<file path="src/drain_timer.sv">
`timescale 1ns/1ps
`default_nettype none

module drain_timer #(
    parameter int pipe_depth = 3
) (
    input  wire         clk,
    input  wire         rst_n,
    input  wire         start,
    input  wire         retire,
    output logic        drained,
    output logic [31:0] retired_count
);
    localparam int cnt_width = $clog2(pipe_depth + 1);

    logic [cnt_width-1:0] count;
    logic                 active;

    // start comes one cycle after the last pop and drained is the final cycle,
    // hence the load of pipe_depth - 2
    always_ff @(posedge clk) begin
        if (!rst_n) begin
            active <= 1'b0;
            count  <= '0;
        end else if (start) begin
            active <= 1'b1;
            count  <= cnt_width'(pipe_depth - 2);
        end else if (drained) begin
            active <= 1'b0;
        end else if (active) begin
            count <= count - 1'b1;
        end
    end

    assign drained = active && (count == '0);

    always_ff @(posedge clk) begin
        if (!rst_n) begin
            retired_count <= '0;
        end else if (retire) begin
            retired_count <= retired_count + 32'd1;
        end
    end

endmodule

`default_nettype wire

</file>
<file path="config.mk">
export PLATFORM = sky130hd
export DESIGN_NAME = drain_timer
export DESIGN_NICKNAME = d
export VERILOG_FILES = /design/src/drain_timer.sv
export SDC_FILE = /design/constraint.sdc
export NUM_CORES = 1
export LEC_CHECK = 0
export BUFFER_PORTS_ARGS = -buffer_cell sky130_fd_sc_hd__buf_2
export CORE_ASPECT_RATIO = 2
export CORE_MARGIN = 2
export CORE_UTILIZATION = 50
export DETAILED_ROUTE_END_ITERATION = 10
export PLACE_DENSITY_LB_ADDON = 0.3
export SLEW_MARGIN = 20
export SYNTH_ARGS = -nofsm -noshare
export SYNTH_HDL_FRONTEND = slang
export SYNTH_SLANG_ARGS = --single-unit
</file>
<file path="constraint.sdc">
create_clock -name clk -period 2.04 [get_ports clk]
set_input_delay 0.102 -clock clk [delete_from_list [all_inputs] [get_ports clk]]
set_output_delay 0.102 -clock clk [all_outputs]
set_load 0.02 [all_outputs]
</file>
# --- Yosys cells after proc, flatten, opt, wreduce, memory -nomap -nowiden ---
# Index checks and enable logic that the tools add are counted.
word_totals:
  register_bits: 35
  latch_bits: 0
  ramBits: 0
  mem_bits_ro: 0
  inputBits: 4
  word_cells: 21
  n_memories: 0
classes:
  add_sub_neg: 2
  mul: 0
  n_div: 0
  magnitude_cmp: 0
  eq_ne: 1
  n_shift: 0
  mux: 5
  bitwise: 2
  reduce_logical: 7
op_table:
  columns: ["op", "n"]
  rows:
  - ["32-bit by 1-bit adder with 32-bit output (second input constant)", 1]
  - ["1-bit 2-to-1 mux", 5]
  - ["2-bit AND reduction", 2]
  - ["2-bit nonzero test", 2]
  - ["2-bit logical NOT", 1]
  - ["2-bit inequality test (second input constant)", 1]
  - ["1-bit inverter", 2]
  - ["2-bit OR reduction", 1]
  - ["2-bit by 1-bit subtractor with 2-bit output (second input constant)", 1]
  - ["1-bit logical AND", 1]

# --- Logic depth before layout (Yosys ltp) ---
logic_depth:
  depth_word: 4
  depth_mapped: 6

# --- Least setup slack after synthesis ---
# Ideal clock, no wire load.
synth_path:
  path_kind: "flip-flop to flip-flop"
  from: "register retired_count[0]"
  to: "register retired_count[30]"
  arrival_ns: 1.783
  path_slack_ns: 0.187
  stages_incl_launch_ff: 7
  path_buffers: 1
  synth_period_minus_slack_ns: 1.853
  path_cell_list: "dfxtp_1 ha_1 and3_1 nand3_4 buf_6 or4_1 a21oi_1"
synth_via:
  elab_chain_cells: 1
synth_lines:
  columns: ["element", "line", "source"]
  rows:
  - ["from (decl)", "12", "output logic [31:0] retired_count"]
  - ["from (signal assigned)", "41", "retired_count <= retired_count + 32'd1;"]
  - ["32-bit by 1-bit adder with 32-bit output", "41", null]
# Every way passes these cells.
# A chain may end at the register's enable or synchronous reset.

# --- Worst setup path after layout ---
layout_path:
  from: "register retired_count[11]"
  to: "register retired_count[27]"
# Same word-level chain as after synthesis.

==> results.cfg <==
[detailed_routing]
via_per_inst = 5.87
post-route-drc-count = 0
antenna_left = 0
drtPass1Iterations = 4
routed_wl_mm = 3.52
drt_iter0_markers = 32
vias = 1537
wire_per_inst_um = 13.4

[pwr]
p_total_mw = 1.29
p_leak_nw = 0.794
irDropWorstVdd_mv = 0.734
powerDensity_mw_per_mm2 = 655

[synthesis]
ys.flop_type = dfxtp_1
syn_nets = 194
ys_seq_area_share_pct = 42.6
synth-async-reset-ratio_pct = 0
synth.most_common_cell = dfxtp_1
synthTopCellsByCount = 35 x dfxtp_1, 18 x a21oi_1, 16 x nor2_1
synth_cells = 188
synth.top_cell.area_share_pct = 42.6
synth_largest_area_cell = dfxtp_1
avgSynthCellArea_um2 = 8.75
yosys_warnings = 0
synth-edff-count = 0
ys_types = 29
synth_seq_cells = 35
ys_top_cells_by_area = dfxtp_1 43%, a21oi_1 5.5%, o31ai_1 4.6%, or4_1 4.6%, xor2_1 3.7%
synth_area_mm2 = 0.00165

[clock_network]
cts_resized = 0
clkSinkCount = 35
cts_root_buf = clkbuf_8
clk_pin_slew_ns = 0.07
cts_setup_buffers = 0
cts_tree = built
htree_levels = 2
clk_latency_ns = 0.28
cts.path.max_buffers = 2
cts.hold.buffers_added = 0
numCtsBuffers = 5

[floorplan]
io_pins = 37
dieArea_mm2 = 0.00379
die_h_um = 85.1
rows = 29
initial_core_util_pct = 52.1
die_w_um = 44.6
core-area_mm2 = 0.00316

[timing]
skew_ns = 0.00424
hold_viol = 0
finalCritPeriodShare_pct = 89.9
rsz0062_at_grt = no
maxSlewHeadroom_pct = 75.9
slew_violations = 0
final.setup.worst_slack_ns = 0.206
whs_ns = 0.0214
setup_viol = 0
fin_setup_tns_ns = 0
post-route-min-period_ns = 1.83
max_freq_ghz = 0.545
tightest_slew_ns = 0.352

[layout]
layout.nets = 236
multi_input_area_um2 = 860
drive_gt1_share_pct = 23.4
regArea_um2 = 701
areaGrowthSynthToFinish_pct = 19.9
fillers = 303
utilization_pct = 62.5
final_cells = 262
antenna_cells = 0
final_area_mm2 = 0.00197

[placed_design]
port_buffers = 36
placedInstanceArea_mm2 = 0.00187
dp.cells = 254
dpl.hpwl_mm = 2.49
dp_slack_ns = 0.220
gp_congestion = 0.827

[hold_path]
hold_path.class = in -> reg

[critical_path]
start_kind = flop
crit_path_top_delay_cell = or4_1
crit_fanout = 25
critPathKind = reg -> reg
cp-end-kind = flop
critPathRequiredTime_ns = 2.26
crit_chain = and4_1 > nand4_4 > or4_1 > a21oi_1
slowest_delay_ns = 0.58
reg2reg_slack_ns = 0.21
critPathArrivalTime_ns = 2.05

[global_routing]
grt_pass1_vias = 1407
antenna_found_initial = 0
grt_pass1_wl_mm = 5.89
overflow = 0
grt_max_degree = 28
grt.total_usage_pct = 20.5

[job]
cap_violations = 0

[run_status]
status = finished, final reports clean
[worst paths after layout]
kind                                                     start                             end  depth (start not counted)
worst min-delay path                                     start           count[1]$_SDFFE_PP0P_                          2
worst min register to register  retired_count[31]$_SDFFE_PN0P_  retired_count[31]$_SDFFE_PN0P_                          2
worst max register to register  retired_count[11]$_SDFFE_PN0P_  retired_count[27]$_SDFFE_PN0P_                          4
worst max-delay path            retired_count[11]$_SDFFE_PN0P_  retired_count[27]$_SDFFE_PN0P_                          4
[where the power goes]
part	total, mW	switching (mW)	leakage (nW)	internal (mW)
clock	0.542	0.235	0.0515	0.308
sequential	0.696	0.00517	0.283	0.691
combinational	0.0532	0.0334	0.460	0.0198
[state kept, by name, summed over array words and instances (netlist names)]
name           flops
active             1
retired_count     32
count              2
[cell families (layout without fill, tap and decap cells)]
group	Yosys count	count (layout)	share of synthesized area, %
multiplexers	4	4	2.43
AND/OR/NAND/NOR	82	82	29.4
XOR/XNOR	11	11	5.86
adder cells (fa/ha/maj)	2	2	1.52
buffers and inverters	17	60	5.17
flip-flops	35	35	42.6
AO/OA/AOI/OAI	37	37	13.0
[final cells by class]
class	count	share of cell area, %
clock buffer	8	5.07
inverter	7	1.33
sequential	35	35.5
multi-input combinational	136	43.6
timing repair buffer	45	12.6
tap	31	1.97
[per-layer routing]
metal	track usage (%)	up-vias	routed length, um
li1	-	775	-
met1	21.0	718	1360
met2	35.7	35	1930
met3	4.89	9	128
met4	11.3	0	98
met5	0	-	0
[critical path, delay by kind of cell, from the launching register on]
family          cells  cell delay [ns]
simple gates        3             1.20
flops               1             0.41
compound gates      1             0.14
[layout by cell type, fill, tap and decap left out, types with 5 or more instances in the layout]
| cell | count |
|---|---|
| a21oi_1 | 18 |
| and4_1 | 5 |
| buf_2 | 36 |
| buf_4 | 9 |
| clkbuf_8 | 7 |
| dfxtp_1 | 35 |
| inv_1 | 7 |
| nand2_1 | 12 |
| nand3_1 | 8 |
| nand4_1 | 8 |
| nor2_1 | 16 |
| o21ai_0 | 8 |
| o31ai_1 | 10 |
| or3_1 | 8 |
| or4_1 | 10 |
| xor2_1 | 7 |
No activity file was read; power rests on OpenSTA's default activity.
