$ cat config.mk
export PLATFORM = sky130hd
export DESIGN_NAME = exec_pipe
export DESIGN_NICKNAME = d
export VERILOG_FILES = /design/src/fwd_pkg.sv /design/src/exec_pipe.sv
export SDC_FILE = /design/constraint.sdc
export NUM_CORES = 1
export LEC_CHECK = 0
export BUFFER_PORTS_ARGS = -buffer_cell sky130_fd_sc_hd__buf_2
export CAP_MARGIN = 20
export CORE_ASPECT_RATIO = 0.7
export CORE_MARGIN = 2
export CORE_UTILIZATION = 30
export CTS_BUF_LIST = sky130_fd_sc_hd__clkbuf_4
export DETAILED_ROUTE_END_ITERATION = 12
export GPL_TIMING_DRIVEN = 0
export SLEW_MARGIN = 20
export SYNTH_ARGS = -nofsm -noshare
export SYNTH_HDL_FRONTEND = slang
export SYNTH_SLANG_ARGS = --single-unit
$ cat constraint.sdc
create_clock -name clk -period 10.27 [get_ports clk]
set_input_delay 0.5135 -clock clk [delete_from_list [all_inputs] [get_ports clk]]
set_output_delay 0.5135 -clock clk [all_outputs]
set_load 0.01 [all_outputs]
$ cat src/fwd_pkg.sv
`default_nettype none

package fwd_pkg;

    parameter int xlen           = 64;
    parameter int reg_addr_width = 5;
    parameter int op_word_width  = 32;
    parameter int apb_addr_width = 12;
    parameter int apb_data_width = 32;

    // op word layout
    parameter int opcode_lsb   = 0;
    parameter int opcode_width = 4;
    parameter int rd_lsb       = 4;
    parameter int rs1_lsb      = 9;
    parameter int rs2_lsb      = 14;
    parameter int imm_lsb      = 19;
    parameter int imm_width    = 13;  // signed

    typedef enum logic [opcode_width-1:0] {
        op_add  = 4'd0,
        op_sub  = 4'd1,
        op_and  = 4'd2,
        op_or   = 4'd3,
        op_xor  = 4'd4,
        op_sll  = 4'd5,
        op_srl  = 4'd6,
        op_addi = 4'd7,
        op_li   = 4'd8
    } alu_op_e;

    //////////////////////////////
    // apb map
    //////////////////////////////
    parameter logic [apb_addr_width-1:0] addr_op      = 12'h000;
    parameter logic [apb_addr_width-1:0] addr_ctrl    = 12'h004;
    parameter logic [apb_addr_width-1:0] addr_status  = 12'h008;
    parameter logic [apb_addr_width-1:0] addr_retired = 12'h00c;
    parameter logic [apb_addr_width-1:0] addr_reg_lo  = 12'h100;  // + 4*n
    parameter logic [apb_addr_width-1:0] addr_reg_hi  = 12'h180;  // + 4*n

    typedef enum logic [1:0] {
        idle,
        run,
        drain
    } fsm_state_e;

endpackage

`default_nettype wire

$ cat src/exec_pipe.sv
`timescale 1ns/1ps
`default_nettype none

module exec_pipe (
    input  wire                                 clk,
    input  wire                                 rst_n,
    input  wire                                 issue_valid,
    input  wire  fwd_pkg::alu_op_e              issue_op,
    input  wire  [fwd_pkg::reg_addr_width-1:0]  issue_rd,
    input  wire  [fwd_pkg::imm_width-1:0]       issue_imm,
    input  wire  [fwd_pkg::xlen-1:0]            op_a,
    input  wire  [fwd_pkg::xlen-1:0]            op_b,
    output logic                                ex_valid,
    output logic [fwd_pkg::reg_addr_width-1:0]  ex_rd,
    output logic [fwd_pkg::xlen-1:0]            ex_result,
    output logic                                mem_valid,
    output logic [fwd_pkg::reg_addr_width-1:0]  mem_rd,
    output logic [fwd_pkg::xlen-1:0]            mem_result,
    output logic                                wb_en,
    output logic [fwd_pkg::reg_addr_width-1:0]  wb_addr,
    output logic [fwd_pkg::xlen-1:0]            wb_data,
    output logic                                retire
);
    import fwd_pkg::*;

    localparam int shamt_width = $clog2(xlen);

    alu_op_e                ex_op;
    logic [xlen-1:0]        ex_a;
    logic [xlen-1:0]        ex_b;
    logic [xlen-1:0]        ex_imm;
    logic [shamt_width-1:0] shamt;
    logic                   writes;

    // unknown opcodes travel with rd = 0, so they never forward or write back
    assign writes = issue_op inside {op_add, op_sub, op_and, op_or, op_xor,
                                     op_sll, op_srl, op_addi, op_li};

    //////////////////////////////
    // execute stage
    //////////////////////////////
    always_ff @(posedge clk) begin
        if (!rst_n) begin
            ex_valid <= 1'b0;
        end else begin
            ex_valid <= issue_valid;
        end
    end

    always_ff @(posedge clk) begin
        ex_op  <= issue_op;
        ex_rd  <= writes ? issue_rd : '0;
        ex_a   <= op_a;
        ex_b   <= op_b;
        ex_imm <= {{(xlen - imm_width){issue_imm[imm_width-1]}}, issue_imm};
    end

    assign shamt = ex_b[shamt_width-1:0];

    always_comb begin
        case (ex_op)
            op_add:  ex_result = ex_a + ex_b;
            op_sub:  ex_result = ex_a - ex_b;
            op_and:  ex_result = ex_a & ex_b;
            op_or:   ex_result = ex_a | ex_b;
            op_xor:  ex_result = ex_a ^ ex_b;
            op_sll:  ex_result = ex_a << shamt;
            op_srl:  ex_result = ex_a >> shamt;   // logical
            op_addi: ex_result = ex_a + ex_imm;
            op_li:   ex_result = ex_imm;
            default: ex_result = '0;
        endcase
    end

    //////////////////////////////
    // memory stage, pass-through register only
    //////////////////////////////
    always_ff @(posedge clk) begin
        if (!rst_n) begin
            mem_valid <= 1'b0;
        end else begin
            mem_valid <= ex_valid;
        end
    end

    always_ff @(posedge clk) begin
        mem_rd     <= ex_rd;
        mem_result <= ex_result;
    end

    assign wb_en   = mem_valid && (mem_rd != '0);
    assign wb_addr = mem_rd;
    assign wb_data = mem_result;
    assign retire  = mem_valid;   // one pulse per op, writing or not

endmodule

`default_nettype wire

* Yosys cells after proc, flatten, opt, wreduce, memory -nomap -nowiden
Index checks and enable logic that the tools add are counted.
Word-level totals: flip-flop bits (word level) 221, output and inout bits 211, logic and storage cells 39
Cells by class: add/sub/neg operators 3, eq/ne operators 16, shift operators 2, multiplexer cells 1, bitwise gates (word level) 3, reductions and logical operators 5
Operators by type and width (count):
- one-hot mux 64 bit (9 select lines) | 1
- adder 64 bit | 2
- AND 64 bit | 1
- OR 64 bit | 1
- << shifter 64 x 6 -> 64 bit | 1
- >> shifter 64 x 6 -> 64 bit | 1
- subtractor 64 bit | 1
- XOR 64 bit | 1
- equality test 4 x 3 -> 1 bit, second input constant | 8
- equality test 4 x 2 -> 1 bit, second input constant | 4
- nonzero test 9 bit | 1
- equality test 4 x 1 -> 1 bit, second input constant | 2
- equality test 4 bit, second input constant | 2
- zero test 4 bit | 2
- nonzero test 5 bit | 1
- logical AND 1 bit | 1

* Longest topological paths before layout
depth in word-level cells 2, gate-level depth with buffers 26, mapped depth without buffers 22

* Least setup slack after synthesis
OpenSTA, ideal clock, no wires.
path type register to output, start register ex_b[1], end output ex_result[62] (netlist bit), arrival time 5.894 ns, required time 9.757 ns, path slack 3.862 ns, stages on the path, launching flop included 24, path through dfxtp_1 clkbuf_1 inv_2 buf_2 buf_1 clkbuf_1 ha_1 nand3_1 or2_1 nand3b_1 or4_1 o21ai_0 a21oi_1 ha_1 clkbuf_1 nand3_1 nor2_1 nand3_1 o41ai_1 a31oi_1 o221ai_1 o21ai_1 a2111oi_0 o41ai_1
Between the ends: cells in the longest elaborated chain, start to end 2
Ends and longest elaborated chain:
- start: declaration | RTL line exec_pipe.sv:30 | logic [xlen-1:0] ex_b;
- start signal: assignment | RTL line exec_pipe.sv:54 | ex_b <= op_b;
- subtractor 64 bit, or another cell as far along | RTL line exec_pipe.sv:63 | op_sub: ex_result = ex_a - ex_b;
- one-hot mux 64 bit (9 select lines) (*) | RTL line exec_pipe.sv:61 | case (ex_op)
- end: declaration | RTL line exec_pipe.sv:15 | output logic [fwd_pkg::xlen-1:0] ex_result,
Mark *: on every way between the ends. The rest lies on a longest branch, timed or not.

* Worst setup path in the final report
start register ex_b[0], end output ex_result[51] (netlist bit)
Same word-level chain as after synthesis.

==> summary.md <==
| Metric | Value |
|---|---|
| Core area | 73300 um2 |
| CP startpoint kind | flip-flop |
| Antenna violations before repair | 12 |
| Per-cell routed wire length | 36.0 um |
| P per Cell Area | 126 nW/um2 |
| Placer Congestion | 1.03 |
| Relative slew margins | 14.4% |
| CTS Buf Count | 52 |
| EDFF count, synth | 0 |
| # DRC | 0 |
| Sink Count | 221 |
| Post-DRT Antenna Nets | 0 |
| Max cap viols | 0 |
| Fin. Hold Viols | 0 |
| Setup bufs post-CTS | 0 |
| Grt met3 use | 16.9% |
| Met2 Track Usage GR | 57.2% |
| Die X | 329 um |
| TritonRoute pass-1 iters | 7 |
| WP data required | 9.76 ns |
| CTS clk-pin slew, worst paths | 0.07 ns |
| Initial DRC count | 4625 |
| Setup CP Type | reg -> out |
| Worst IR Drop VDD | 0.0989 mV |
| Via count | 27800 |
| R2R Setup Slk | 1.41 ns |
| H-tree levels | 2 |
| Critical path fanouts, max | 10 |
| Syn avg cell area | 7.69 um2 |
| Ys flop type | dfxtp_1 |
| GR Overflow Total | 0 |
| Latest clock arrival within the worst-skew pair | 0.85 ns |
| Worst Hold Class | in -> reg |
| Layout fillers | 7882 |
| CP max stage cell | buf_1 |
| First-pass GRT wire length | 216000 um |
| Initial Utilization | 30.3% |
| Yosys cell types | 83 |
| Post-synthesis cell area | 22200 um2 |
| RSZ-0062 raised after global routing | false |
| P_leak | 0.0123 uW |
| PortBufs | 363 |
| YS warnings | 0 |
| Post-route setup TNS | 0 ns |
| Cell taking the most area after synthesis | dfxtp_1 |
| CTS tree | built |
| Largest cells by area after synthesis | dfxtp_1 20%, ha_1 12%, mux2i_1 7.0% |
| Die Ht | 232 um |
| Area grow syn2layout | 24.5% |
| Max incr delay on CP | 0.61 ns |
| CP endpoint kind | primary output |
| Outcome | finished, final reports clean |
| Core Rows | 83 |
| Die Area | 76300 um2 |
| Final Max Tran Viols | 0 |
| Max clock buf depth | 3 |
| Share of cells above drive strength 1 | 19.3% |
| Share of flip-flops with an asynchronous set or reset | 0% |
| Largest net degree at the start of global routing | 18 |
| Combined area of the multi-input logic cells | 16000 um2 |
| Register area | 4420 um2 |
| Synthesized flop and latch total | 221 |
| Post-DP HPWL | 130000 um |
| Post-synth top area share | 19.9% |
| Period minus WS final | 10.22 ns |
| Vias per cell | 6.19 |
| Io pins | 364 |
| GR peak layer | met2 |
| Final setup viols | 0 |
| Arrival time worst endpoint | 9.70 ns |
| CTS root buf | clkbuf_4 |
| Total Routing Usage GR | 41.0% |
| Slew of the pin with the lowest slew margin | 1.25 ns |
| Util after Layout | 37.7% |
| GR Util met1 | 55.6% |
| Post-Syn Instances | 2888 |
| Vias in the first global route | 25700 |
| Layout Nets | 3825 |
| Mapped Nets | 3251 |
| Final period util | 99.5% |
| Final WL | 162000 um |
| Cell repeated most along the worst path | nand3_1 |
| Fmax | 97.9 MHz |
| Worst clock skew | 0.0768 ns |
| Sequential-to-total area share from yosys stat | 19.9% |
[cells in the final DEF, fill, tap and decap left out, drive strengths merged, types with 34 or more instances in the layout]
cell type	count
buf	493
nor2	332
o21ai	263
a21oi	241
dfxtp	221
clkbuf	217
nand2	215
ha	209
mux2i	156
dlygate4sd3	152
inv	144
nor3	75
o211ai	68
mux4	58
nand2b	50
nand3	42
a211oi	41
mux2	35
a21o	34
[cells by family after synthesis]
| group | count (synthesis) | synth area share (%) |
|---|---|---|
| AO/OA/AOI/OAI | 916 | 26.2 |
| AND/OR/NAND/NOR | 831 | 17.1 |
| buffers and inverters | 410 | 8.24 |
| multiplexers | 249 | 14.7 |
| flip-flops | 221 | 19.9 |
| adder cells (fa/ha/maj) | 210 | 11.9 |
| XOR/XNOR | 51 | 2.01 |
[per-layer routing]
metal / vias up / part of all wire [%]
li1: 11700 / -
met1: 13500 / 42
met2: 2177 / 40
met3: 384 / 14
met4: 8 / 4.3
met5: - / 0.035
[synth_stat cells (all sizes together) (18+ instances only)]
library cell  number
buf              126
o221ai            24
a31oi             20
o21ai            263
o22ai             28
or3               18
a221oi            28
nand2            215
o211ai            68
a211oi            41
a21oi            241
clkbuf           138
nor2             332
dfxtp            221
nand2b            50
xnor2             25
a22oi             26
nand4             29
a21o              34
ha               209
mux2i            156
inv              143
a221o             24
nor3              75
xor2              26
nand3             42
mux4              58
mux2              35
[final timing paths]
kind,startpoint,end,depth (start not counted)
setup / recovery,ex_b[0],ex_result[51],25
hold / removal,op_b[27],ex_b[27],2
hold reg to reg,ex_rd[4],mem_rd[4],0
setup reg to reg,ex_b[0],mem_result[51],24
[through the flow]
step                power [uW]  instances  hold slack [ns]  worst slack (ns)  instance area (um2)
floorplan                 1840       2888            0.382              3.86                22200
global placement          2580       4228            0.336             0.442                25200
finish                    3480       4489            0.294            0.0546                27700
CTS                       3410       4482            0.223             0.182                27600
global route              3600       4482            0.271            0.0970                27600
detailed placement        2570       4234            0.335             0.528                25400
[area by class of cell]
class                      instances  share of cell area (%)
clock buffer                      78                    2.12
multi-input combinational       2257                    58.0
inverter                         145                    1.97
clock inverter                    18                   0.520
antenna                            8                  0.0724
buffer                           264                    4.68
sequential                       221                    16.0
tap                              977                    4.42
timing repair buffer             521                    12.3
[power breakdown]
part | switching [uW] | internal, uW | total [uW]
sequential | 130 | 933 | 1060
clock | 383 | 402 | 785
combinational | 1070 | 559 | 1630
[sequential cells by signal, indices dropped and copies added, names as in the netlist]
signal / flops
ex_a: 64
ex_b: 64
mem_result: 64
ex_imm: 13
ex_rd: 5
mem_rd: 5
ex_op: 4
ex_valid: 1
mem_valid: 1
[worst max-delay path: cells and delay by family, from the launching register on]
kind                       cells  cell delay, ns
and+or+nand+nor                8            2.11
DFF                            1            0.34
adders and majority gates      2            0.68
buffers and inverters          7            3.04
AOI/OAI and AO/OA              8            2.73
[what timing repair did]
action,in CTS,in global routing
gates resized for setup,4,2
hold endpoints to repair,152,0
setup endpoints to repair,5,7
hold buffers,152,0
Note: power is estimated with default switching activity, not from simulation.
