## src/fwd_pkg.sv

```systemverilog
`default_nettype none

package fwd_pkg;

    parameter int xlen           = 64;
    parameter int reg_addr_width = 5;
    parameter int op_word_width  = 32;
    parameter int apb_addr_width = 12;
    parameter int apb_data_width = 32;

    // op word layout
    parameter int opcode_lsb   = 0;
    parameter int opcode_width = 4;
    parameter int rd_lsb       = 4;
    parameter int rs1_lsb      = 9;
    parameter int rs2_lsb      = 14;
    parameter int imm_lsb      = 19;
    parameter int imm_width    = 13;  // signed

    typedef enum logic [opcode_width-1:0] {
        op_add  = 4'd0,
        op_sub  = 4'd1,
        op_and  = 4'd2,
        op_or   = 4'd3,
        op_xor  = 4'd4,
        op_sll  = 4'd5,
        op_srl  = 4'd6,
        op_addi = 4'd7,
        op_li   = 4'd8
    } alu_op_e;

    //////////////////////////////
    // apb map
    //////////////////////////////
    parameter logic [apb_addr_width-1:0] addr_op      = 12'h000;
    parameter logic [apb_addr_width-1:0] addr_ctrl    = 12'h004;
    parameter logic [apb_addr_width-1:0] addr_status  = 12'h008;
    parameter logic [apb_addr_width-1:0] addr_retired = 12'h00c;
    parameter logic [apb_addr_width-1:0] addr_reg_lo  = 12'h100;  // + 4*n
    parameter logic [apb_addr_width-1:0] addr_reg_hi  = 12'h180;  // + 4*n

    typedef enum logic [1:0] {
        idle,
        run,
        drain
    } fsm_state_e;

endpackage

`default_nettype wire

```

## src/issue_fsm.sv

```systemverilog
`timescale 1ns/1ps
`default_nettype none

module issue_fsm #(
    parameter int queue_depth = 8
) (
    input  wire                                 clk,
    input  wire                                 rst_n,
    input  wire  [fwd_pkg::apb_addr_width-1:0]  paddr,
    input  wire                                 psel,
    input  wire                                 penable,
    input  wire                                 pwrite,
    input  wire  [fwd_pkg::apb_data_width-1:0]  pwdata,
    output logic [fwd_pkg::apb_data_width-1:0]  prdata,
    output logic                                pready,
    output logic                                pslverr,
    output logic                                push,
    output logic [fwd_pkg::op_word_width-1:0]   push_data,
    input  wire                                 full,
    input  wire                                 empty,
    output logic                                pop,
    output logic                                start,
    input  wire                                 drained,
    output logic [fwd_pkg::reg_addr_width-1:0]  host_raddr,
    input  wire  [fwd_pkg::xlen-1:0]            host_rdata,
    input  wire  [31:0]                         retired_count
);
    import fwd_pkg::*;

    fsm_state_e state;
    fsm_state_e state_next;
    logic       access;
    logic       busy;
    logic       wr_op;
    logic       wr_ctrl;
    logic       rd_status;
    logic       rd_retired;
    logic       rd_reg;
    logic       reg_hi;
    logic       run_req;
    logic       err;

    //////////////////////////////
    // apb decode
    //////////////////////////////
    assign access     = psel && penable;
    assign busy       = (state != idle);
    assign wr_op      = access && pwrite && (paddr == addr_op);
    assign wr_ctrl    = access && pwrite && (paddr == addr_ctrl);
    assign rd_status  = access && !pwrite && (paddr == addr_status);
    assign rd_retired = access && !pwrite && (paddr == addr_retired);
    assign rd_reg     = access && !pwrite && ((paddr & 12'hf00) == addr_reg_lo);
    assign reg_hi     = ((paddr & 12'hf80) == addr_reg_hi);
    assign host_raddr = paddr[2 +: reg_addr_width];

    assign push      = wr_op && !full && !busy;
    assign push_data = pwdata[op_word_width-1:0];
    assign run_req   = wr_ctrl && pwdata[0] && !busy;

    // register reads wait for the run to finish
    assign pready  = access && !(rd_reg && busy);
    assign pslverr = pready && err;

    always_comb begin
        err = 1'b0;
        if (wr_op) begin
            err = full || busy;
        end else if (wr_ctrl) begin
            err = pwdata[0] && busy;
        end else if (!(rd_status || rd_retired || rd_reg)) begin
            err = 1'b1;   // unmapped
        end
    end

    always_comb begin
        prdata = '0;
        if (rd_status) begin
            prdata = {16'h0, 8'(queue_depth), 5'h0, full, empty, busy};
        end else if (rd_retired) begin
            prdata = retired_count;
        end else if (rd_reg) begin
            prdata = reg_hi ? host_rdata[xlen-1:32] : host_rdata[31:0];
        end
    end

    //////////////////////////////
    // run control
    //////////////////////////////
    always_comb begin
        state_next = state;
        pop        = 1'b0;
        start      = 1'b0;
        case (state)
            idle: begin
                if (run_req) begin
                    state_next = run;
                end
            end
            run: begin
                if (empty) begin
                    start      = 1'b1;  // kick the drain timer
                    state_next = drain;
                end else begin
                    pop = 1'b1;
                end
            end
            drain: begin
                if (drained) begin
                    state_next = idle;
                end
            end
            default: state_next = idle;
        endcase
    end

    always_ff @(posedge clk) begin
        if (!rst_n) begin
            state <= idle;
        end else begin
            state <= state_next;
        end
    end

endmodule

`default_nettype wire

```

## config.mk

```make
export PLATFORM = sky130hd
export DESIGN_NAME = issue_fsm
export DESIGN_NICKNAME = d
export VERILOG_FILES = /design/src/fwd_pkg.sv /design/src/issue_fsm.sv
export SDC_FILE = /design/constraint.sdc
export NUM_CORES = 1
export LEC_CHECK = 0
export BUFFER_PORTS_ARGS = -buffer_cell sky130_fd_sc_hd__buf_4
export CORE_AREA = 2 2 86 88
export DETAILED_ROUTE_END_ITERATION = 6
export DIE_AREA = 0 0 88 90
export HOLD_SLACK_MARGIN = 0.15
export PLACE_DENSITY = 0.61
export SKIP_LAST_GASP = 1
export SLEW_MARGIN = 20
export SYNTH_ARGS = -nofsm -noshare
export SYNTH_HDL_FRONTEND = slang
export SYNTH_SLANG_ARGS = --single-unit
```

## constraint.sdc

```tcl
create_clock -name clk -period 1.8 [get_ports clk]
set_clock_uncertainty 0.1 [all_clocks]
set_input_delay 0.18 -clock clk [delete_from_list [all_inputs] [get_ports clk]]
set_output_delay 0.18 -clock clk [all_outputs]
set_load 0.01 [all_outputs]
```

; After elaboration in Yosys (flattened, before gate mapping)
; Cells that the tools add are included.
[op_classes]
mux = 15
n_eq_ne = 10
n_reduce_logical = 27
[op_table]
columns = cell, n
row1 = 32-bit 2-to-1 mux, 4
row2 = 12-bit by 4-bit == test with 1-bit output (second input constant), 2
row3 = 1-bit logical AND, 16
row4 = 12-bit by 3-bit == test with 1-bit output (second input constant), 1
row5 = 12-bit logical NOT, 1
row6 = 1-bit 2-to-1 mux, 7
row7 = 2-bit 2-to-1 mux, 3
row8 = 2-bit != test (second input constant), 3
row9 = 2-bit one-hot mux with 3 select lines, 1
row10 = 5-bit by 2-bit == test with 1-bit output (second input constant), 1
row11 = 4-bit by 1-bit == test with 1-bit output (second input constant), 1
row12 = 1-bit logical NOT, 4
row13 = 1-bit logical OR, 3
row14 = 3-bit AND reduction, 1
row15 = 2-bit by 1-bit == test with 1-bit output (second input constant), 1
row16 = 2-bit == test (second input constant), 1
row17 = 2-bit logical NOT, 1
row18 = 2-bit nonzero test, 1
[totals]
in_bits = 148
reg_bits = 2

; Depth between registers and ports, before layout
[logic_depth]
word_depth = 9
ltp_mapped = 6

; Least setup slack after synthesis
; Ideal clock, no wire load.
[synth_timing]
path_type = input-to-output
startpoint = input paddr[10] (netlist bit)
endpoint = output prdata[11] (netlist bit)
required_ns = 1.520
t_arrival_ns = 1.537
setup_slack_ns = -0.017
cell_stages = 5
path_buffers = 2
cell_sequence = or4b_1 or3_1 buf_6 buf_6 o22ai_1
[synth_via]
elab_chain_len = 5
elab_cells_between_ends = 11
cone_classes = eq/ne (4) / mux (4) / reduce/logical (3)
[synth_rtl]
columns = element, line_no
row1 = start: declaration, issue_fsm.sv:9  ; input wire [fwd_pkg::apb_addr_width-1:0] paddr,
row2 = 5-bit by 2-bit == test with 1-bit output or 4-bit by 1-bit == test with 1-bit output (tied branches), "issue_fsm.sv:53, issue_fsm.sv:52"
row3 = 32-bit 2-to-1 mux or 1-bit logical AND (tied branches), "issue_fsm.sv:82, issue_fsm.sv:52"
row4 = 32-bit 2-to-1 mux, issue_fsm.sv:81  ; end else if (rd_reg) begin
row5 = 32-bit 2-to-1 mux, issue_fsm.sv:79  ; end else if (rd_retired) begin
row6 = 32-bit 2-to-1 mux (*), issue_fsm.sv:77  ; if (rd_status) begin
row7 = end: declaration, issue_fsm.sv:14  ; output logic [fwd_pkg::apb_data_width-1:0] prdata,
; Mark *: on every way between the ends. The rest lies on a longest branch, timed or not.

; Worst setup path after layout
; Same ends and word-level chain as after synthesis.

==> results.sh <==
export IMPL_status="complete, but fails checks"
export IMPL_violations="setup timing"
export IMPL_hold_viol=0
export IMPL_grt_pass1_vias=1665
export IMPL_setup_slack_ns=-0.163
export IMPL_vias=1696
export IMPL_synth_most_common_cell="buf_4"
export IMPL_cts_tree="done"
export IMPL_globalplace_congestion=0.743
export IMPL_synth_area_top_cells="mux2i_1, buf_4, o2bb2ai_1"
export IMPL_synth_top_cells_by_count="buf_4, mux2i_1, o2bb2ai_1, buf_6, nor2_1"
export IMPL_first_iter_violations=13
export IMPL_relSlewSlack_pct=81.3
export IMPL_n_fill_cell=743
export IMPL_slew_violations=0
export IMPL_die_w_um=88
export IMPL_final_area_um2=2520
export IMPL_drc=0
export IMPL_io_pins=222
export IMPL_largest_reg_flops=2
export IMPL_seq_area_frac_synth_pct=3.17
export IMPL_clock_root_buffer="clkbuf_8"
export IMPL_rsz0062_at_grt="yes"
export IMPL_endpoint_kind="output port"
export IMPL_synth_main_ff_cell="dfxtp_1"
export IMPL_stdcell_count=384
export IMPL_reg_top3="state: 2 flops"
export IMPL_dpl_cell_area_um2=2350
export IMPL_area_delta_synth_final_pct=98.9
export IMPL_antenna_found_initial=0
export IMPL_worstPathArrival_ns=1.68
export IMPL_wl_per_cell_um=13.4
export IMPL_path_clk_slew_ns=0.03
export IMPL_hp_class="in -> reg"
export IMPL_crit_type="in -> out"
export IMPL_setup_viol=33
export IMPL_fmax_ghz=0.509
export IMPL_period_minus_slack_ns=1.96
export IMPL_grt_util_met1_pct=12.8
export IMPL_die_h_um=90
export IMPL_place_inst=380
export IMPL_synth_area_per_cell_um2=8.21
export IMPL_finalWirelength_mm=5.14
export IMPL_cp_max_fo=13
export IMPL_cts_sinks=2
export IMPL_finalCritPeriodShare_pct=109
export IMPL_synth_seq_cells=2
export IMPL_synth_top_cell_area_share_pct=25.3
export IMPL_cp_start_kind="primary input"
export IMPL_h_tree_depth=1
export IMPL_post_dp_hpwl_mm=4.40
export IMPL_p_total_uw=536
export IMPL_timing_worst_slew_pin_value_ns=0.280
export IMPL_die_area_um2=7920
export IMPL_coreArea_um2=7020
export IMPL_drtAntennaViolNets=0
export IMPL_final_nets=435
export IMPL_portBuffers=159
export IMPL_grtUsageMet2_pct=21.3
export IMPL_initial_utilization_pct=18.0
export IMPL_avgViaCountPerCell=4.42
export IMPL_row_count=31
export IMPL_syn_inst=154
export IMPL_drive_gt1_share_pct=68.4
export IMPL_busiest_layer="met2"
export IMPL_place_worst_setup_slack_ns=-0.309
export IMPL_grt_ovfl_total=0
export IMPL_synth_edf_count=0
export IMPL_synth_area_leader_cell="mux2i_1"
export IMPL_synth_fp_nets=302
export IMPL_leakagePower_uw=0.00141
export IMPL_netlist_area_um2=1260
export IMPL_diodes=0
export IMPL_p_per_area_nw_per_um2=213
export IMPL_tns_ns=-4.53
export IMPL_largest_register="state"
export IMPL_cp_data_required_time_ns=1.52
export IMPL_synthDistinctLibCells=31
export IMPL_drv_cap=0
export IMPL_irDropWorstVdd_v=0.000480
export IMPL_grt_pass1_wl_mm=7.42
export IMPL_grt_max_degree=17
export IMPL_use_met3_pct=2.66
export IMPL_ys_warn_count=0
export IMPL_clockBufferDepth=2
export IMPL_drt_pass1_iterations=4
export IMPL_clk_latency_ns=0.21
export IMPL_track_usage_pct=11.4
export IMPL_synthArstFlopShare_pct=0
export IMPL_cts_buffers=3
where the power goes:
group | switching [uW] | internal, uW
Sequential | 0.00106 | 44.7
Combinational | 101 | 217
Clock | 32.1 | 141
Total | 133 | 403
placed cells by master (no fill, tap or decap), drive strengths merged:
cell type	count
o31a	2
and3b	1
nand3	1
or4b	1
inv	3
nor2	6
dfxtp	2
buf	174
nand3b	1
nand2	4
o21a	2
nor3b	2
or3	1
o2bb2ai	28
dlygate4sd3	1
nor4	2
o32ai	3
o22ai	1
o41a	1
clkbuf	3
a31oi	1
nand4b	1
o21ai	3
mux2i	32
or2	2
nor3	6
or3b	1
what timing repair did:
action	4_1_cts	5_1_grt
resized for setup	18	6
hold buffers	1	0
pin swaps	4	0
setup endpoints to repair	33	33
setup buffers	0	0
hold endpoints to repair	2	0
cell families after synthesis:
logic type             count (synthesis)  synth area share, %
DFF                                    2                 3.17
muxes                                 32                 25.3
and+or+nand+nor                       29                 14.7
AOI/OAI and AO/OA                     41                 27.1
buffers and inverters                 50                 29.7
critical path, cell delays in order:
cell and delay [ns]:
buf_6 0.09, or4b_4 0.53, or3_4 0.40, buf_12 0.17
o22ai_2 0.16, buf_4 0.14
metrics by stage:
| stage | util [%] | hold slack (ns) |
|---|---|---|
| after global placement | 33.5 | 0.260 |
| after floorplan | - | 0.198 |
| after detailed placement | 33.5 | 0.260 |
| final | 35.8 | 0.184 |
| after global routing | 35.8 | 0.201 |
| after CTS | 35.4 | 0.181 |
final timing paths:
| kind | from | cells after the start | endpoint | slack [ns] |
|---|---|---|---|---|
| setup / recovery | paddr[10] | 6 | prdata[11] | -0.16 |
| hold reg to reg | state[0] | 2 | state[1] | 0.54 |
| setup reg to reg | state[0] | 4 | state[0] | 0.60 |
| hold / removal | drained | 3 | state[1] | 0.18 |
metal layers:
metal	vias up	wire length (um)
li1	814	-
met3	6	624
met2	116	2610
met4	0	44
met1	760	1850
met5	-	0
layout make-up:
type | count | area [um^2] | area share (%)
multi-input combinational | 102 | 930 | 36.9
inverter | 3 | 11.3 | 0.448
tap | 99 | 124 | 4.92
sequential | 2 | 42.5 | 1.69
clock buffer | 3 | 41.3 | 1.64
timing repair buffer | 175 | 1370 | 54.4
Note: power is estimated with default switching activity, not from simulation.
