$ cat src/fwd_pkg.sv
`default_nettype none

package fwd_pkg;

    parameter int xlen           = 64;
    parameter int reg_addr_width = 5;
    parameter int op_word_width  = 32;
    parameter int apb_addr_width = 12;
    parameter int apb_data_width = 32;

    // op word layout
    parameter int opcode_lsb   = 0;
    parameter int opcode_width = 4;
    parameter int rd_lsb       = 4;
    parameter int rs1_lsb      = 9;
    parameter int rs2_lsb      = 14;
    parameter int imm_lsb      = 19;
    parameter int imm_width    = 13;  // signed

    typedef enum logic [opcode_width-1:0] {
        op_add  = 4'd0,
        op_sub  = 4'd1,
        op_and  = 4'd2,
        op_or   = 4'd3,
        op_xor  = 4'd4,
        op_sll  = 4'd5,
        op_srl  = 4'd6,
        op_addi = 4'd7,
        op_li   = 4'd8
    } alu_op_e;

    //////////////////////////////
    // apb map
    //////////////////////////////
    parameter logic [apb_addr_width-1:0] addr_op      = 12'h000;
    parameter logic [apb_addr_width-1:0] addr_ctrl    = 12'h004;
    parameter logic [apb_addr_width-1:0] addr_status  = 12'h008;
    parameter logic [apb_addr_width-1:0] addr_retired = 12'h00c;
    parameter logic [apb_addr_width-1:0] addr_reg_lo  = 12'h100;  // + 4*n
    parameter logic [apb_addr_width-1:0] addr_reg_hi  = 12'h180;  // + 4*n

    typedef enum logic [1:0] {
        idle,
        run,
        drain
    } fsm_state_e;

endpackage

`default_nettype wire

$ cat src/op_queue.sv
`timescale 1ns/1ps
`default_nettype none

module op_queue #(
    parameter int queue_depth = 8
) (
    input  wire                                clk,
    input  wire                                rst_n,
    input  wire                                push,
    input  wire  [fwd_pkg::op_word_width-1:0]  push_data,
    input  wire                                pop,
    output logic [fwd_pkg::op_word_width-1:0]  head_data,
    output logic                               full,
    output logic                               empty
);
    import fwd_pkg::*;

    localparam int ptr_width = $clog2(queue_depth);

    logic [op_word_width-1:0] mem [queue_depth];
    logic [ptr_width-1:0]     wr_ptr;
    logic [ptr_width-1:0]     rd_ptr;
    logic [ptr_width:0]       count;
    logic                     do_push;
    logic                     do_pop;

    assign full    = (count == (ptr_width + 1)'(queue_depth));
    assign empty   = (count == '0);
    assign do_push = push && !full;   // push on full is dropped
    assign do_pop  = pop && !empty;

    always_ff @(posedge clk) begin
        if (!rst_n) begin
            wr_ptr <= '0;
            rd_ptr <= '0;
            count  <= '0;
        end else begin
            if (do_push) begin
                wr_ptr <= (wr_ptr == ptr_width'(queue_depth - 1)) ? '0 : wr_ptr + 1'b1;
            end
            if (do_pop) begin
                rd_ptr <= (rd_ptr == ptr_width'(queue_depth - 1)) ? '0 : rd_ptr + 1'b1;
            end
            if (do_push != do_pop) begin
                count <= do_push ? count + 1'b1 : count - 1'b1;
            end
        end
    end

    always_ff @(posedge clk) begin
        if (do_push) begin
            mem[wr_ptr] <= push_data;
        end
    end

    assign head_data = mem[rd_ptr];

endmodule

`default_nettype wire

$ cat config.mk
export PLATFORM = sky130hd
export DESIGN_NAME = op_queue
export DESIGN_NICKNAME = d
export VERILOG_FILES = /design/src/fwd_pkg.sv /design/src/op_queue.sv
export SDC_FILE = /design/constraint.sdc
export NUM_CORES = 1
export LEC_CHECK = 0
export BUFFER_PORTS_ARGS = -buffer_cell sky130_fd_sc_hd__buf_2
export CORE_ASPECT_RATIO = 1.25
export CORE_MARGIN = 2
export CORE_UTILIZATION = 24
export CTS_CLUSTER_SIZE = 28
export DETAILED_ROUTE_END_ITERATION = 8
export PLACE_DENSITY = 0.41
export SLEW_MARGIN = 20
export SYNTH_ARGS = -nofsm -noshare
export SYNTH_HDL_FRONTEND = slang
export SYNTH_SLANG_ARGS = --single-unit
export TNS_END_PERCENT = 30
$ cat constraint.sdc
create_clock -name clk -period 5.7 [get_ports clk]
set_input_delay 0.57 -clock clk [delete_from_list [all_inputs] [get_ports clk]]
set_output_delay 0.57 -clock clk [all_outputs]
set_load 0.05 [all_outputs]
### Word level (Yosys, flattened, before mapping)

Memories as Yosys holds them, arrays and structs flattened. A register that Yosys moved wholly into a read port is not among the register bits.
Index checks and enable logic that the tools add are counted.

| storage, ports and cells | value |
|---|---|
| register bits | 10 |
| memory bits (writable) | 256 |
| output and inout port bits | 34 |
| memories | 1 |

| cells by class | value |
|---|---|
| $add $sub $neg | 4 |
| eq/ne operators | 4 |
| muxes and demuxes | 7 |
| reduce and logical (&&, ||, !) cells | 5 |

Memory list:

| memory | depth | width | read ports | clocked after Yosys merged registers in | write ports | RTL line | source |
|---|---|---|---|---|---|---|---|
| mem | 8 | 32 | 1 | 1 | 1 | op_queue.sv:20 | `logic [op_word_width-1:0] mem [queue_depth];` |

Operators with widths:

| operator | count |
|---|---|
| 3-bit two-way mux | 4 |
| 3-bit by 1-bit adder with 3-bit output, second input constant | 2 |
| 3-bit equality test, second input constant | 2 |
| 4-bit by 1-bit adder with 4-bit output, second input constant | 1 |
| 4-bit equality test, second input constant | 1 |
| 4-bit zero test | 1 |
| 4-bit two-way mux | 1 |
| 4-bit by 1-bit subtractor with 4-bit output, second input constant | 1 |
| 1-bit logical AND | 2 |
| 1-bit zero test | 2 |
| 1-bit two-way mux | 2 |
| 1-bit inequality test | 1 |

### Logic depth before layout (Yosys ltp)

Gate-level depths: netlist (run 1).

| depth | value |
|---|---|
| word-level depth | 5 |
| mapped depth | 9 |
| mapped depth without buffers | 7 |

### Least setup slack after synthesis (run 1)

No wires, ideal clock.

| timing | value |
|---|---|
| path kind | input -> register |
| start | input push |
| end | memory mem[0][0], enable pin |
| arrival time | 3913 ps |
| data required time | 5199 ps |
| path slack | 1286 ps |
| stages | 3 |
| buffers on the path | 1 |
| cells stage by stage | buf_2 > nand2_4 > nor4_1 |

| on the way | value |
|---|---|
| cells in the longest elaborated chain, start to end | 3 |

RTL lines:

| item | RTL line | source |
|---|---|---|
| start, declared | op_queue.sv:9 | `input wire push,` |
| 1-bit logical AND | op_queue.sv:29 | `assign do_push = push && !full;` |
| 1-bit two-way mux | op_queue.sv:51 | `if (do_push) begin` |
| 1-bit two-way mux (not written as such) | op_queue.sv:52 | `mem[wr_ptr] <= push_data;` |
| end, declared | op_queue.sv:20 |  |

Every way passes these cells.

==> results of run 1 <==
-- placed cells by master (no fill, tap or decap), types with 3 or more instances in the layout --
cell,instances
clkbuf_1,8
mux4_2,64
mux2i_1,3
mux2_2,32
a21oi_1,6
ha_1,6
edfxtp_1,256
nor3_1,3
buf_2,69
nor2_1,6
clkbuf_16,28
dfxtp_1,10
nor3_2,4
nand3_1,6
nor2_4,3
buf_4,13
nand2_1,5
-- power groups by stage --
| stage | sequential, mW | clock [mW] | combinational, mW |
|---|---|---|---|
| global route | 2.43 | 1.82 | 1.26 |
| finish | 2.41 | 1.68 | 1.18 |
| floorplan | 2.35 | 0 | 1.00 |
| CTS | 2.45 | 1.74 | 1.16 |
| detailed placement | 2.49 | 0 | 1.16 |
| global placement | 2.49 | 0 | 1.15 |
-- per-stage QoR --
stage / utilization / power (mW) / setup slack, ns
6_report: 0.286 / 5.26 / 2.09
5_1_grt: 0.286 / 5.51 / 1.84
4_1_cts: 0.286 / 5.36 / 1.78
3_5_place_dp: 0.267 / 3.65 / 2.39
3_3_place_gp: 0.267 / 3.64 / 2.39
2_1_floorplan: - / 3.35 / 1.29
-- metal layers --
layer	share of wire	vias to the layer above
met4	0.022	4
li1	-	2085
met3	0.040	41
met1	0.42	2556
met2	0.51	84
met5	0.0012	-
-- critical path, delay by kind of cell, from the launching register on --
kind | cells | cell delay (ns)
buffers and inverters | 3 | 0.91
flip-flops | 1 | 0.71
multiplexers | 2 | 0.86
-- registers in the layout (all words and copies together), names as in the netlist, named ones only --
name    count
wr_ptr      3
rd_ptr      3
mem       256
count       4
-- final cells by class --
cell class	instances	area [sq um]	area share
timing repair buffer	83	463	0.0377
inverter	3	16.3	0.00132
clock buffer	36	731	0.0595
multi-input combinational	159	2310	0.188
clock inverter	7	98.8	0.00805
sequential	269	7960	0.648
tap	565	707	0.0576
-- worst min-delay path by stage --
stage | start | to | slack [ns] | cells after the start
after floorplan | rd_ptr[1]$_SDFFE_PN0N_ | register | 0.49 | 2
final | push_data[24] | mem[4][24]$_DFFE_PP_ | 0.28 | 1
after global placement | rd_ptr[1]$_SDFFE_PN0N_ | register | 0.51 | 2
after detailed placement | rd_ptr[1]$_SDFFE_PN0N_ | register | 0.52 | 2
after global routing | push_data[22] | mem[7][22]$_DFFE_PP_ | 0.27 | 1
after CTS | push_data[16] | mem[2][16]$_DFFE_PP_ | 0.25 | 1
-- cell families (layout without fill, tap and decap cells) --
family / Yosys count / in the layout / share of synthesized area
AOI/OAI and AO/OA: 14 / 14 / 0.0117
buffers and inverters: 25 / 129 / 0.0141
DFF: 269 / 269 / 0.768
and+or+nand+nor: 37 / 37 / 0.0186
muxes: 99 / 99 / 0.177
adders and majority gates: 7 / 7 / 0.00919
xor gates and xnor gates: 2 / 2 / 0.00169
==> reports/results.ini, run 1 <==
[yosys]
yosysMostFrequentCell = edfxtp_1
synthesis.nets = 496
async_flop_share = 0
synthesis.yosys.warnings = 0
synth_flop_cell = edfxtp_1
synth_top_area_cell = edfxtp_1
synth_cells = 453
synth.area.top_cells = edfxtp_1, mux4_2, mux2_2
netlist.area_leader.share = 0.743
ys_top_cells_by_count = edfxtp_1, mux4_2, mux2_2, dfxtp_1, nor2_1
synth_edf_count = 256
ys_ff_latch = 269
synth.avg_cell_area_sq_um = 22.9
syn_area_sq_um = 10400
ys_seq_area_frac = 0.768
synth_cell_type_count = 37

[global_route]
grt_util_met3 = 0.0201
grt_overflow = 0
grt_util_met2 = 0.182
grt_util_met1 = 0.128
top_usage_layer = met2
grt_pass1_wl_um = 34200
grt_max_degree = 65
grt_pass1_vias = 5298
grt_antenna_before_repair = 2
grtUsageTotal = 0.104

[sta]
slew_violations = 0
fmax_mhz = 277
setup_viol = 0
clock-skew-final_ns = 0.0279
finalCriticalPeriod_ns = 3.61
holdWs_ns = 0.281
tns_ns = 0
hold_viol_final = 0
slew_headroom = 0.308
tightest_slew_ns = 1.04
timing.final.crit_share = 0.634
grt_setup_unrepaired = no

[power_and_ir_drop]
clkPwrFrac = 0.319
switching_share = 0.292
switchingPower_mw = 1.54
power_frac_comb = 0.224
internal_power_mw = 3.73
p_seq_frac = 0.457
power_density_nw_per_um2 = 429
peakVddDrop_uv = 148
p_leak_nw = 3.84

[detailed_routing]
routed_wl_um = 22900
drt.antenna.violating_nets = 0
wire_per_inst_um = 20.4
dr.pass1.iters = 4
vias = 4770
drt_iter0_markers = 189
viasPerCell = 4.25
drc = 0

[worst_setup_path]
cp_slowest_cell = dfxtp_4
slowest_delay_ns = 0.71
critPathMaxFanout = 25
r2r_cells = 4
crit_end = head_data[26]
crit_required_ns = 5.13
rr_endpoint = mem[2][20]$_DFFE_PP_
r2r_slack_ns = 2.88
r2r_start = count[0]$_SDFFE_PN0P_
crit_chain = buf_12 > buf_4 > mux4_2 > mux2_2 > buf_2
cp-end-kind = output port
critPathLaunchType = register
crit_type = reg -> out
cp.arrival_ns = 3.04

[clocking]
cts_buffers = 28
cts.sinks = 269
cts_buffer_depth = 3
insertion_delay_ns = 0.55
h-tree-depth = 1
cts_resized = 0
cts_root_buf = clkbuf_16
cts_tree = yes
cts_hold_buf = 0
post_cts_buffers = 0
clkTransAtPathRegs_ns = 0.06

[layout]
num-nets-final = 587
antenna_cells = 0
layout-drive-gt1-share = 0.411
post-route-cell-area_sq_um = 12300
nFillCells = 4167
layout.cells.non_filler = 1122
area_growth_syn_to_layout_pct = 18.6

[run]
maxCapViolCount = 0

[placed_design]
placed_cells = 1078
io_buffers = 69
place_hpwl_um = 13100
postPlaceCellArea_sq_um = 11400
gp_congestion = 0.660

[die]
die_h_um = 236
die_w_um = 190
die-area_sq_um = 44800
initial_core_util = 0.242
core_area_sq_um = 42900
rows = 85
num_io_pins = 70

[worst_hold_path]
hold_class = in -> reg

[outcome]
status = finished clean

No activity file was read; power rests on OpenSTA's default activity.
==> inputs of run 2 (changes only) <==
- PLACE_DENSITY: 0.41 -> 0.42
- clock period: 5.7 -> 3.1 ns (I/O delays scaled with it)
==> reports/results.ini, run 2 (synthesis gave the netlist of run 1 again) <==
[die]
core_area_sq_um = 42900  ; unchanged
initial_core_util = 0.242  ; unchanged
rows = 85  ; unchanged
die-area_sq_um = 44800  ; unchanged
num_io_pins = 70  ; unchanged
die_w_um = 190  ; unchanged
die_h_um = 236  ; unchanged

[detailed_routing]
viasPerCell = 4.17  ; -1.9%
routed_wl_um = 23700  ; +3.8%
drc = 0  ; unchanged
wire_per_inst_um = 20.6  ; +1.3%
drt_iter0_markers = 205  ; +8.5%
dr.pass1.iters = 4  ; unchanged
drt.antenna.violating_nets = 0  ; unchanged
vias = 4796  ; +0.55%

[power_and_ir_drop]
switchingPower_mw = 2.93  ; +90%
p_seq_frac = 0.435  ; -0.022
power_frac_comb = 0.231  ; +0.007
peakVddDrop_uv = 436  ; +190%
switching_share = 0.292  ; +0.000330
power_density_nw_per_um2 = 795  ; +85%
p_leak_nw = 3.99  ; +3.9%
clkPwrFrac = 0.334  ; +0.015
internal_power_mw = 7.08  ; +90%

[worst_setup_path]
critPathMaxFanout = 14  ; -44%
crit_type = reg -> out
slowest_delay_ns = 0.57  ; -0.14 ns
rr_endpoint = count[3]$_SDFFE_PN0P_
cp-end-kind = output port
cp.arrival_ns = 2.43  ; -0.61 ns
cp_slowest_cell = dfxtp_4
critPathLaunchType = register
r2r_cells = 7  ; +3
crit_chain = buf_4 > mux4_2 > mux2_2 > buf_2
r2r_start = count[3]$_SDFFE_PN0P_
r2r_slack_ns = 0.67  ; -2.21 ns
crit_required_ns = 2.79  ; -2.34 ns
crit_end = head_data[24]

[sta]
hold_viol_final = 0  ; unchanged
fmax_mhz = 366
slew_headroom = 0.435  ; +0.126
setup_viol = 0  ; unchanged
finalCriticalPeriod_ns = 2.74
grt_setup_unrepaired = no
timing.final.crit_share = 0.882
slew_violations = 0  ; unchanged
tightest_slew_ns = 0.839  ; -0.199 ns
clock-skew-final_ns = 0.0217  ; -0.00614 ns
tns_ns = 0  ; unchanged

[layout]
regMostFlops = mem
num-nets-final = 609  ; +3.7%
layout.cells.non_filler = 1150  ; +2.5%
post-route-cell-area_sq_um = 12600  ; +2.6%
utilization = 0.294  ; +0.00733
largest_register_ffs = 256  ; unchanged
area_growth_syn_to_layout_pct = 21.6
final_cell_mix = edfxtp_1, buf_2, mux4_2, mux2_2, clkbuf_16
reg_top3 = mem (256), count (4)
layout-drive-gt1-share = 0.425  ; +0.0135
mostFrequentLayoutCell = edfxtp_1

[global_route]
grt_pass1_wl_um = 35000  ; +2.4%
grt_antenna_before_repair = 2  ; unchanged
grt_overflow = 0  ; unchanged
grtUsageTotal = 0.107  ; +0.00306
grt_max_degree = 31  ; -52%
grt_pass1_vias = 5368  ; +1.3%

[clocking]
h-tree-depth = 1  ; unchanged
cts_tree = yes
cts_root_buf = clkbuf_16
insertion_delay_ns = 0.56  ; about the same
clkTransAtPathRegs_ns = 0.06  ; about the same
cts.sinks = 269  ; unchanged
cts_buffer_depth = 3  ; unchanged
cts_buffers = 28  ; unchanged

[placed_design]
io_buffers = 69  ; unchanged
placed_cells = 1091  ; +1.2%
postPlaceCellArea_sq_um = 11600  ; +1.2%
place_hpwl_um = 14000  ; +7.1%
gp_congestion = 0.691  ; +4.8%

[worst_hold_path]
hold_class = in -> reg
hold_depth = 1  ; unchanged

[outcome]
status = finished clean

[run]
maxCapViolCount = 0  ; unchanged

-- run 2: cell count changes in the layout (fill, tap and decap cells not counted), sizes merged, moves of 2 or more --
cell,before,now
bufinv,2,4
clkbuf,36,32
buf,83,96
dlygate4sd3,0,9
clkinvlp,0,2
clkinv,6,11
-- run 2: worst min-delay path by stage --
stage                                 startpoint  slack (ns)                   end
after global routing               push_data[25]        0.02  mem[4][25]$_DFFE_PP_
after CTS                          push_data[18]       0.001  mem[1][18]$_DFFE_PP_
after detailed placement  rd_ptr[1]$_SDFFE_PN0N_        0.51              register
after floorplan                     push_data[0]        0.41   mem[0][0]$_DFFE_PP_
final                              push_data[18]        0.03  mem[1][18]$_DFFE_PP_
after global placement    rd_ptr[1]$_SDFFE_PN0N_        0.51              register
-- run 2: area by class of cell --
cell class,count,area (sq um)
fill,4155,30300
multi-input combinational,159,2320
tap,565,707
inverter,3,16.3
timing repair buffer,105,676
antenna,1,2.50
sequential,269,7960
clock buffer,32,716
clock inverter,16,198
-- run 2: worst max-delay path: cells and delay by family (launching register included) --
family,cells,cell delay [ns]
buffers and inverters,2,0.50
multiplexers,2,0.79
flip-flops,1,0.57
-- run 2: repair_timing --
action	CTS	global route
resized for setup	0	0
endpoints found under the hold margin	62	0
setup endpoints to repair	0	1
buffers inserted	0	1
hold buffers	9	0
-- run 2: power groups by stage --
stage | logic, mW | clock network, mW | registers [mW]
floorplan | 1.85 | 0 | 4.32
global placement | 2.28 | 0 | 4.46
detailed placement | 2.31 | 0 | 4.48
CTS | 2.33 | 3.45 | 4.40
global route | 2.48 | 3.60 | 4.39
finish | 2.31 | 3.34 | 4.36
-- run 2: metrics by stage --
| step | hold slack [ns] | power [mW] | setup WS [ns] |
|---|---|---|---|
| 2_1_floorplan | 0.409 | 6.17 | -0.444 |
| 3_3_place_gp | 0.509 | 6.74 | 0.680 |
| 3_5_place_dp | 0.514 | 6.79 | 0.656 |
| 4_1_cts | 0.000991 | 10.2 | 0.0637 |
| 5_1_grt | 0.0196 | 10.5 | 0.222 |
| 6_report | 0.0321 | 10.0 | 0.365 |
-- run 2: metal layers --
metal,part of all wire,vias up,GRT usage
li1,-,2130,-
met1,0.41,2556,0.126
met2,0.54,77,0.195
met3,0.035,31,0.0195
met4,0.021,2,0.0308
met5,0.00055,-,0
